--- src/source/mipsPkg.sv ---
package mipsPkg;

    localparam int wordWidth = 32;
    localparam int regAddrWidth = 5;
    localparam int regCount = 32;

    // iterations of the shift-add multiplier.
    localparam int mulCycles = 32;
    localparam int mulCntWidth = $clog2(mulCycles);

    typedef logic [wordWidth-1:0] dataWord;
    typedef logic [regAddrWidth-1:0] regAddr;
    typedef logic [mulCntWidth-1:0] mulCnt;

    localparam dataWord resetPc = '0;
    localparam mulCnt mulCntOne = mulCnt'(1);
    localparam mulCnt mulCntLast = mulCnt'(mulCycles - 1);

    // funct field of mul inside the SPECIAL2 opcode.
    localparam logic [5:0] mulFunct = 6'h02;

    // second ALU operand select.
    localparam logic [1:0] srcBReg = 2'd0;
    localparam logic [1:0] srcBFour = 2'd1;
    localparam logic [1:0] srcBImm = 2'd2;
    localparam logic [1:0] srcBImmSh = 2'd3;

    typedef enum logic [5:0] {
        opRtype    = 6'h00,
        opBeq      = 6'h04,
        opAddi     = 6'h08,
        opAndi     = 6'h0c,
        opOri      = 6'h0d,
        opSpecial2 = 6'h1c,
        opLw       = 6'h23,
        opSw       = 6'h2b
    } opcodeE;

    typedef enum logic [5:0] {
        fnAdd = 6'h20,
        fnSub = 6'h22,
        fnAnd = 6'h24,
        fnOr  = 6'h25,
        fnSlt = 6'h2a
    } functE;

    typedef enum logic [2:0] {
        aluAdd = 3'd0,
        aluSub = 3'd1,
        aluAnd = 3'd2,
        aluOr  = 3'd3,
        aluSlt = 3'd4,
        aluMul = 3'd5
    } aluOpE;

    typedef enum logic [3:0] {
        sFetch,
        sDecode,
        sMemAddr,
        sMemRead,
        sMemWb,
        sMemWrite,
        sExecute,
        sAluWb,
        sBranch,
        sImmExec,
        sImmWb
    } ctrlStateE;

    typedef struct packed {
        logic       pcEn;
        logic       iorD;
        logic       irWrite;
        logic       regDst;
        logic       memToReg;
        logic       regWrite;
        logic       aluSrcA;
        logic [1:0] aluSrcB;
        logic       extSel;
        aluOpE      aluOp;
        logic       pcSrc;
        logic       memWrite;
    } ctrlBundle;

endpackage
--- src/source/multicycleCpu.sv ---
`timescale 1ns/1ns

module multicycleCpu (
    input  logic             clk,
    input  logic             rstN,
    input  mipsPkg::dataWord readData,
    output mipsPkg::dataWord memAddr,
    output mipsPkg::dataWord writeData,
    output logic             memRead,
    output logic             memWrite
);

    mipsPkg::ctrlBundle ctrl;
    mipsPkg::dataWord   instr;
    logic               stall;

    mainControl i_mainControl (
        .clk    (clk),
        .rstN   (rstN),
        .instr  (instr),
        .stall  (stall),
        .ctrl   (ctrl),
        .memRead(memRead)
    );

    // branch qualification with zero happens inside the datapath.
    dataPath i_dataPath (
        .clk      (clk),
        .rstN     (rstN),
        .ctrl     (ctrl),
        .readData (readData),
        .memAddr  (memAddr),
        .writeData(writeData),
        .instr    (instr),
        .zero     (),
        .stall    (stall)
    );

    assign memWrite = ctrl.memWrite;

endmodule

--- src/source/mainControl.sv ---
`timescale 1ns/1ns

module mainControl (
    input  logic               clk,
    input  logic               rstN,
    input  mipsPkg::dataWord   instr,
    input  logic               stall,
    output mipsPkg::ctrlBundle ctrl,
    output logic               memRead
);

    mipsPkg::ctrlStateE state;
    mipsPkg::ctrlStateE stateNext;
    mipsPkg::opcodeE    opcode;
    mipsPkg::functE     funct;
    mipsPkg::aluOpE     regAluOp;
    mipsPkg::aluOpE     immAluOp;
    logic               isMul;

    assign opcode = mipsPkg::opcodeE'(instr[31:26]);
    assign funct  = mipsPkg::functE'(instr[5:0]);
    assign isMul  = (opcode == mipsPkg::opSpecial2) && (instr[5:0] == mipsPkg::mulFunct);

    always_ff @(posedge clk or negedge rstN) begin
        if (!rstN) begin
            state <= mipsPkg::sFetch;
        end else begin
            state <= stateNext;
        end
    end

    always_comb begin
        case (state)
            mipsPkg::sFetch: stateNext = mipsPkg::sDecode;
            mipsPkg::sDecode: begin
                case (opcode)
                    mipsPkg::opLw, mipsPkg::opSw: stateNext = mipsPkg::sMemAddr;
                    mipsPkg::opBeq:               stateNext = mipsPkg::sBranch;
                    mipsPkg::opRtype:             stateNext = mipsPkg::sExecute;
                    mipsPkg::opSpecial2: begin
                        stateNext = isMul ? mipsPkg::sExecute : mipsPkg::sFetch;
                    end
                    mipsPkg::opAddi, mipsPkg::opAndi, mipsPkg::opOri: begin
                        stateNext = mipsPkg::sImmExec;
                    end
                    default: stateNext = mipsPkg::sFetch;
                endcase
            end
            mipsPkg::sMemAddr: begin
                stateNext = (opcode == mipsPkg::opLw) ? mipsPkg::sMemRead : mipsPkg::sMemWrite;
            end
            mipsPkg::sMemRead: stateNext = mipsPkg::sMemWb;
            // wait out the multiplier.
            mipsPkg::sExecute: stateNext = stall ? mipsPkg::sExecute : mipsPkg::sAluWb;
            mipsPkg::sImmExec: stateNext = mipsPkg::sImmWb;
            default:           stateNext = mipsPkg::sFetch;
        endcase
    end

    always_comb begin
        if (opcode == mipsPkg::opSpecial2) begin
            regAluOp = mipsPkg::aluMul;
        end else begin
            case (funct)
                mipsPkg::fnSub: regAluOp = mipsPkg::aluSub;
                mipsPkg::fnAnd: regAluOp = mipsPkg::aluAnd;
                mipsPkg::fnOr:  regAluOp = mipsPkg::aluOr;
                mipsPkg::fnSlt: regAluOp = mipsPkg::aluSlt;
                default:        regAluOp = mipsPkg::aluAdd;
            endcase
        end
    end

    always_comb begin
        case (opcode)
            mipsPkg::opAndi: immAluOp = mipsPkg::aluAnd;
            mipsPkg::opOri:  immAluOp = mipsPkg::aluOr;
            default:         immAluOp = mipsPkg::aluAdd;
        endcase
    end

    always_comb begin
        ctrl = '0;
        ctrl.aluOp = mipsPkg::aluAdd;
        ctrl.aluSrcB = mipsPkg::srcBReg;
        memRead = 1'b0;
        case (state)
            mipsPkg::sFetch: begin
                memRead = 1'b1;
                ctrl.irWrite = 1'b1;
                ctrl.pcEn = 1'b1;
                ctrl.aluSrcB = mipsPkg::srcBFour;
            end
            // branch target computed ahead of time.
            mipsPkg::sDecode: ctrl.aluSrcB = mipsPkg::srcBImmSh;
            mipsPkg::sMemAddr: begin
                ctrl.aluSrcA = 1'b1;
                ctrl.aluSrcB = mipsPkg::srcBImm;
            end
            mipsPkg::sMemRead: begin
                memRead = 1'b1;
                ctrl.iorD = 1'b1;
                ctrl.aluSrcA = 1'b1;
                ctrl.aluSrcB = mipsPkg::srcBImm;
            end
            // address is recomputed so readData stays valid here.
            mipsPkg::sMemWb: begin
                ctrl.iorD = 1'b1;
                ctrl.memToReg = 1'b1;
                ctrl.regWrite = 1'b1;
                ctrl.aluSrcA = 1'b1;
                ctrl.aluSrcB = mipsPkg::srcBImm;
            end
            mipsPkg::sMemWrite: begin
                ctrl.iorD = 1'b1;
                ctrl.memWrite = 1'b1;
                ctrl.aluSrcA = 1'b1;
                ctrl.aluSrcB = mipsPkg::srcBImm;
            end
            mipsPkg::sExecute: begin
                ctrl.aluSrcA = 1'b1;
                ctrl.aluOp = regAluOp;
            end
            mipsPkg::sAluWb: begin
                ctrl.regDst = 1'b1;
                ctrl.regWrite = 1'b1;
            end
            mipsPkg::sBranch: begin
                ctrl.aluSrcA = 1'b1;
                ctrl.aluOp = mipsPkg::aluSub;
                ctrl.pcSrc = 1'b1;
                ctrl.pcEn = 1'b1;
            end
            mipsPkg::sImmExec: begin
                ctrl.aluSrcA = 1'b1;
                ctrl.aluSrcB = mipsPkg::srcBImm;
                ctrl.extSel = (opcode == mipsPkg::opAndi) || (opcode == mipsPkg::opOri);
                ctrl.aluOp = immAluOp;
            end
            mipsPkg::sImmWb: ctrl.regWrite = 1'b1;
            default: ctrl.aluOp = mipsPkg::aluAdd;
        endcase
    end

endmodule

--- src/source/dataPath.sv ---
`timescale 1ns/1ns

module dataPath (
    input  logic               clk,
    input  logic               rstN,
    input  mipsPkg::ctrlBundle ctrl,
    input  mipsPkg::dataWord   readData,
    output mipsPkg::dataWord   memAddr,
    output mipsPkg::dataWord   writeData,
    output mipsPkg::dataWord   instr,
    output logic               zero,
    output logic               stall
);

    mipsPkg::dataWord pc;
    mipsPkg::dataWord pcNext;
    mipsPkg::dataWord instrReg;
    mipsPkg::dataWord regA;
    mipsPkg::dataWord regB;
    mipsPkg::dataWord aluOut;
    mipsPkg::dataWord rfValueA;
    mipsPkg::dataWord rfValueB;
    mipsPkg::dataWord extImm;
    mipsPkg::dataWord srcA;
    mipsPkg::dataWord srcB;
    mipsPkg::dataWord aluResult;
    mipsPkg::dataWord regWriteValue;
    mipsPkg::regAddr  regWriteAddr;
    logic             pcLoad;

    // branch target sits in aluOut since decode.
    assign pcNext = ctrl.pcSrc ? aluOut : aluResult;
    assign pcLoad = ctrl.pcEn && (!ctrl.pcSrc || zero);

    always_ff @(posedge clk or negedge rstN) begin
        if (!rstN) begin
            pc <= mipsPkg::resetPc;
        end else if (pcLoad) begin
            pc <= pcNext;
        end
    end

    always_ff @(posedge clk) begin
        if (ctrl.irWrite) begin
            instrReg <= readData;
        end
    end

    always_ff @(posedge clk) begin
        regA   <= rfValueA;
        regB   <= rfValueB;
        aluOut <= aluResult;
    end

    assign memAddr   = ctrl.iorD ? aluOut : pc;
    assign writeData = regB;
    assign instr     = instrReg;

    assign regWriteAddr  = ctrl.regDst ? instrReg[15:11] : instrReg[20:16];
    assign regWriteValue = ctrl.memToReg ? readData : aluOut;

    // extSel high selects zero extension for andi and ori.
    assign extImm = ctrl.extSel ? {16'b0, instrReg[15:0]}
                                : {{16{instrReg[15]}}, instrReg[15:0]};

    assign srcA = ctrl.aluSrcA ? regA : pc;

    always_comb begin
        case (ctrl.aluSrcB)
            mipsPkg::srcBReg:  srcB = regB;
            mipsPkg::srcBFour: srcB = 32'd4;
            mipsPkg::srcBImm:  srcB = extImm;
            default:           srcB = extImm << 2;
        endcase
    end

    registerFile i_registerFile (
        .clk       (clk),
        .rstN      (rstN),
        .readAddrA (instrReg[25:21]),
        .readAddrB (instrReg[20:16]),
        .writeAddr (regWriteAddr),
        .writeEn   (ctrl.regWrite),
        .writeValue(regWriteValue),
        .readValueA(rfValueA),
        .readValueB(rfValueB)
    );

    arithUnit i_arithUnit (
        .clk   (clk),
        .rstN  (rstN),
        .aluOp (ctrl.aluOp),
        .srcA  (srcA),
        .srcB  (srcB),
        .result(aluResult),
        .zero  (zero),
        .stall (stall)
    );

endmodule

--- src/source/arithUnit.sv ---
`timescale 1ns/1ns

module arithUnit (
    input  logic             clk,
    input  logic             rstN,
    input  mipsPkg::aluOpE   aluOp,
    input  mipsPkg::dataWord srcA,
    input  mipsPkg::dataWord srcB,
    output mipsPkg::dataWord result,
    output logic             zero,
    output logic             stall
);

    mipsPkg::dataWord mulAcc;
    mipsPkg::dataWord mulCand;
    mipsPkg::dataWord mulPlier;
    mipsPkg::mulCnt   mulCount;
    logic             mulBusy;
    logic             mulDone;
    logic             mulStart;
    logic             lessThan;

    assign mulStart = (aluOp == mipsPkg::aluMul) && !mulBusy && !mulDone;
    // the start cycle already counts as the first step.
    assign stall = mulStart || mulBusy;

    always_ff @(posedge clk or negedge rstN) begin
        if (!rstN) begin
            mulBusy  <= 1'b0;
            mulDone  <= 1'b0;
            mulCount <= '0;
        end else if (mulStart) begin
            mulBusy  <= 1'b1;
            mulCount <= mipsPkg::mulCntOne;
        end else if (mulBusy) begin
            mulCount <= mulCount + mipsPkg::mulCntOne;
            if (mulCount == mipsPkg::mulCntLast) begin
                mulBusy <= 1'b0;
                mulDone <= 1'b1;
            end
        end else if (aluOp != mipsPkg::aluMul) begin
            mulDone <= 1'b0;
        end
    end

    // shift-add steps keep only the low word.
    always_ff @(posedge clk) begin
        if (mulStart) begin
            mulAcc   <= srcB[0] ? srcA : '0;
            mulCand  <= srcA << 1;
            mulPlier <= srcB >> 1;
        end else if (mulBusy) begin
            mulAcc   <= mulAcc + (mulPlier[0] ? mulCand : '0);
            mulCand  <= mulCand << 1;
            mulPlier <= mulPlier >> 1;
        end
    end

    assign lessThan = $signed(srcA) < $signed(srcB);

    always_comb begin
        case (aluOp)
            mipsPkg::aluSub: result = srcA - srcB;
            mipsPkg::aluAnd: result = srcA & srcB;
            mipsPkg::aluOr:  result = srcA | srcB;
            mipsPkg::aluSlt: result = {{(mipsPkg::wordWidth - 1){1'b0}}, lessThan};
            mipsPkg::aluMul: result = mulAcc;
            default:         result = srcA + srcB;
        endcase
    end

    assign zero = (result == '0);

endmodule

--- src/source/registerFile.sv ---
`timescale 1ns/1ns

module registerFile (
    input  logic             clk,
    input  logic             rstN,
    input  mipsPkg::regAddr  readAddrA,
    input  mipsPkg::regAddr  readAddrB,
    input  mipsPkg::regAddr  writeAddr,
    input  logic             writeEn,
    input  mipsPkg::dataWord writeValue,
    output mipsPkg::dataWord readValueA,
    output mipsPkg::dataWord readValueB
);

    mipsPkg::dataWord regs [mipsPkg::regCount];

    // register 0 is never written, so it stays at its reset value.
    always_ff @(posedge clk or negedge rstN) begin
        if (!rstN) begin
            for (int i = 0; i < mipsPkg::regCount; i++) begin
                regs[i] <= '0;
            end
        end else if (writeEn && (writeAddr != '0)) begin
            regs[writeAddr] <= writeValue;
        end
    end

    assign readValueA = regs[readAddrA];
    assign readValueB = regs[readAddrB];

endmodule

--- config.mk ---
export PLATFORM = sky130hd
export DESIGN_NAME = multicycleCpu
export DESIGN_NICKNAME = d
export VERILOG_FILES = /design/src/source/mipsPkg.sv /design/src/source/multicycleCpu.sv /design/src/source/mainControl.sv /design/src/source/dataPath.sv /design/src/source/arithUnit.sv /design/src/source/registerFile.sv
export SDC_FILE = /design/constraint.sdc
export NUM_CORES = 2
export LEC_CHECK = 0
export BUFFER_PORTS_ARGS = -buffer_cell sky130_fd_sc_hd__buf_2
export CORE_ASPECT_RATIO = 2
export CORE_UTILIZATION = 52
export CTS_CLUSTER_DIAMETER = 60
export CTS_CLUSTER_SIZE = 40
export DETAILED_ROUTE_END_ITERATION = 12
export PLACE_DENSITY = 0.67
export SLEW_MARGIN = 10
export SYNTH_ARGS = -nofsm -noshare
export SYNTH_HDL_FRONTEND = slang
export SYNTH_SLANG_ARGS = --single-unit
export TNS_END_PERCENT = 100
--- constraint.sdc ---
create_clock -name clk -period 13.65 [get_ports clk]
set_input_delay 1.365 -clock clk [delete_from_list [all_inputs] [get_ports clk]]
set_output_delay 1.365 -clock clk [all_outputs]
set_load 0.05 [all_outputs]
==> flow_summary.json <==
{
  "required_ns": 14.26,
  "rr_worst_depth": 21,
  "vias": 50600,
  "worst_slew_pin_slew_ns": 1.22,
  "tns_ns": 0,
  "grt_use_total": 0.347,
  "cts.sinks": 1289,
  "syn_inst": 6243,
  "critPathSlowestCell": "nor4_1",
  "whs_endpoint": "i_dataPath.i_registerFile.regs[1014]",
  "synth_ff_type": "dfrtp_1",
  "clock_path_buffers": 3,
  "wl_um": 230000,
  "cp_max_fo": 32,
  "synthTopCellsByArea": "dfrtp_1 (39%), mux4_2 (21%), edfxtp_1 (5.5%)",
  "grt_pass1_wl_um": 340000,
  "via_per_inst": 6.56,
  "timing.fmax_ghz": 0.120,
  "ioPinCount": 100,
  "wl_per_cell_um": 29.8,
  "worstSetupPathType": "register to register",
  "min_path_cells": 0,
  "yosys.cell_types.count": 95,
  "htree_levels": 2,
  "reg2reg_to": "i_dataPath.pc[4]",
  "synth_top_area_share": 0.386,
  "rsz0062_at_grt": "false",
  "grt_max_degree": 187,
  "cts_hold_buf": 0,
  "insertion_delay_ns": 0.73,
  "cts-root-buf": "clkbuf_16",
  "fin_crit_ns": 8.36,
  "cts_resized": 0,
  "rows": 189,
  "post_cts_buffers": 0,
  "nFillCells": 11100,
  "globalplace.congestion": 0.978,
  "path_clk_slew_ns": 0.13,
  "finClkSkew_ns": 0.0448,
  "numCtsBuffers": 51,
  "hold_viol": 0,
  "overflow": 0,
  "core_area_um2": 132000,
  "yosysWarnings": 0,
  "post-dp-hpwl_um": 147000,
  "crit_path_max_incr_delay_ns": 1.08,
  "status": "finished clean",
  "crit_arrival_ns": 8.98,
  "yosys.area.top_type": "dfrtp_1",
  "grt_pass1_vias": 51400,
  "async_flop_share": 0.828,
  "synth.cell_area_um2": 69200,
  "firstDrtPassIters": 9,
  "maxCapViolCount": 0,
  "endpoint_kind": "register",
  "start_util": 0.523,
  "io_buffers": 99,
  "cts_tree": "built",
  "fin_crit_sh": 0.613,
  "antenna_left": 0,
  "ys_seq_area_frac": 0.468,
  "relSlewSlack": 0.177,
  "areaGrowthSynthToFinish_pct": 5.70,
  "die_w_um": 260,
  "layout-drive-gt1-share": 0.190,
  "hold_class": "register to register",
  "final_core_util": 0.553,
  "worstHoldStart": "i_dataPath.i_registerFile.regs[1014]",
  "antenna_found_initial": 11,
  "synth-edff-count": 126,
  "drc": 0,
  "die_area_um2": 135000,
  "ys_seq_elements": 1289,
  "syn_nets": 6409,
  "drt-initial-drc-count": 4889,
  "setup_viol": 0,
  "synth.avg_cell_area_um2": 11.1,
  "crit_chain": "nand2b_1 > nor2_1 > nor2_4 > inv_1 > o221ai_1 > inv_1 > ha_1 > o21bai_1 > o2111ai_1 > a31oi_1 > a41oi_1 > xnor2_1 > o221ai_1 > a21boi_0 > nor4_1 > and4_1 > nand4_1 > nor4_2 > a21oi_4 > buf_4 > mux2_1",
  "die_h_um": 518,
  "maxSlewViolCount": 0,
  "critPathLaunchType": "register",
  "layout.nets": 6107,
  "r2r_slack_ns": 5.29,
  "r2r_start": "i_mainControl.state[1]"
}
layer usage:
metal,global-route usage,vias up,part of all wire
met4,0.236,6,0.081
li1,-,22000,-
met3,0.0558,734,0.073
met2,0.583,2192,0.50
met1,0.407,25700,0.34
met5,0,-,0.00017
how the worst max path moves through the flow:
stage	startpoint	to	slack, ns	cells after the start
finish	i_mainControl.state[1]	i_dataPath.pc[4]	5.29	21
global route	i_mainControl.state[1]	i_dataPath.pc[14]	5.08	21
CTS	i_mainControl.state[1]	i_dataPath.pc[4]	5.60	21
detailed placement	i_mainControl.state[1]	i_dataPath.pc[4]	5.59	21
global placement	i_mainControl.state[1]	i_dataPath.pc[31]	5.65	21
floorplan	i_mainControl.state[1]	i_dataPath.pc[31]	7.53	23
registers in the layout, indices dropped and copies added (netlist names), 4 cells and up:
| register | flops |
|---|---|
| i_dataPath.regA | 32 |
| i_dataPath.i_arithUnit.mulCount | 5 |
| i_mainControl.state | 4 |
| i_dataPath.i_registerFile.regs | 1024 |
| i_dataPath.instr | 32 |
| i_dataPath.i_arithUnit.mulPlier | 31 |
| i_dataPath.aluOut | 32 |
| i_dataPath.i_arithUnit.mulAcc | 32 |
| i_dataPath.pc | 32 |
| i_dataPath.writeData | 32 |
| i_dataPath.i_arithUnit.mulCand | 31 |
critical path: cells and delay by family (launching register included):
kind	cells	cell delay, ns
multiplexers	1	0.39
XOR/XNOR	1	0.34
flip-flops	1	0.67
AO/OA/AOI/OAI	8	2.66
adder cells (fa/ha/maj)	1	0.41
AND/OR/NAND/NOR	7	3.21
buffers and inverters	3	0.52
final cells by class:
cell class,instances,area (um^2),share of cell area
Timing Repair Buffer,223,1550,0.0212
Inverter,135,509,0.00696
Sequential cell,1289,32400,0.443
Multi-Input combinational cell,4241,34500,0.471
Antenna cell,5,12.5,0.000171
Tap cell,1719,2150,0.0294
Clock buffer,56,1350,0.0184
Clock inverter,38,687,0.00939
cells in the final DEF, fill, tap and decap left out, drive strengths merged, types with 32 or more instances in the layout:
| master | n |
|---|---|
| dfxtp | 96 |
| nand2 | 764 |
| and2 | 37 |
| edfxtp | 126 |
| mux4 | 640 |
| inv | 147 |
| xnor2 | 32 |
| ha | 129 |
| dfrtp | 1067 |
| clkbuf | 56 |
| mux2 | 99 |
| nor3 | 37 |
| a21oi | 662 |
| o21ai | 605 |
| nand3 | 45 |
| mux2i | 76 |
| nor2 | 701 |
| buf | 223 |
through the flow:
step / worst slack (ns) / hold WS (ns) / cells / cell area [um^2]
4_1_cts: 5.60 / 0.413 / 7701 / 73100
3_3_place_gp: 5.65 / 0.376 / 7607 / 71100
6_report: 5.29 / 0.408 / 7706 / 73100
2_1_floorplan: 7.53 / 0.441 / 6243 / 69200
5_1_grt: 5.08 / 0.426 / 7702 / 73100
3_5_place_dp: 5.59 / 0.382 / 7607 / 71100
cells by family after synthesis:
kind of cell               after synthesis  synth area share
AOI/OAI and AO/OA                     1534             0.124
buffers and inverters                  713            0.0400
xor gates and xnor gates                51           0.00646
adders and majority gates              132            0.0242
DFF                                   1289             0.468
and+or+nand+nor                       1709             0.102
muxes                                  815             0.235
cell usage after synthesis (all sizes together) (16+ instances only):
cell type	number
a211oi	21
a21o	25
a21oi	662
a221oi	16
a31oi	17
and2	37
buf	81
clkbuf	497
dfrtp	1067
dfxtp	96
edfxtp	126
ha	129
inv	133
mux2	99
mux2i	76
mux4	640
nand2	764
nand2b	27
nand3	45
nor2	701
nor2b	19
nor3	37
o21a	19
o21ai	605
o31ai	20
xnor2	32
xor2	19
Power is left out: the tool's default activity adds up to more than one toggle a clock period on the data nets, which glitch-free logic cannot reach.
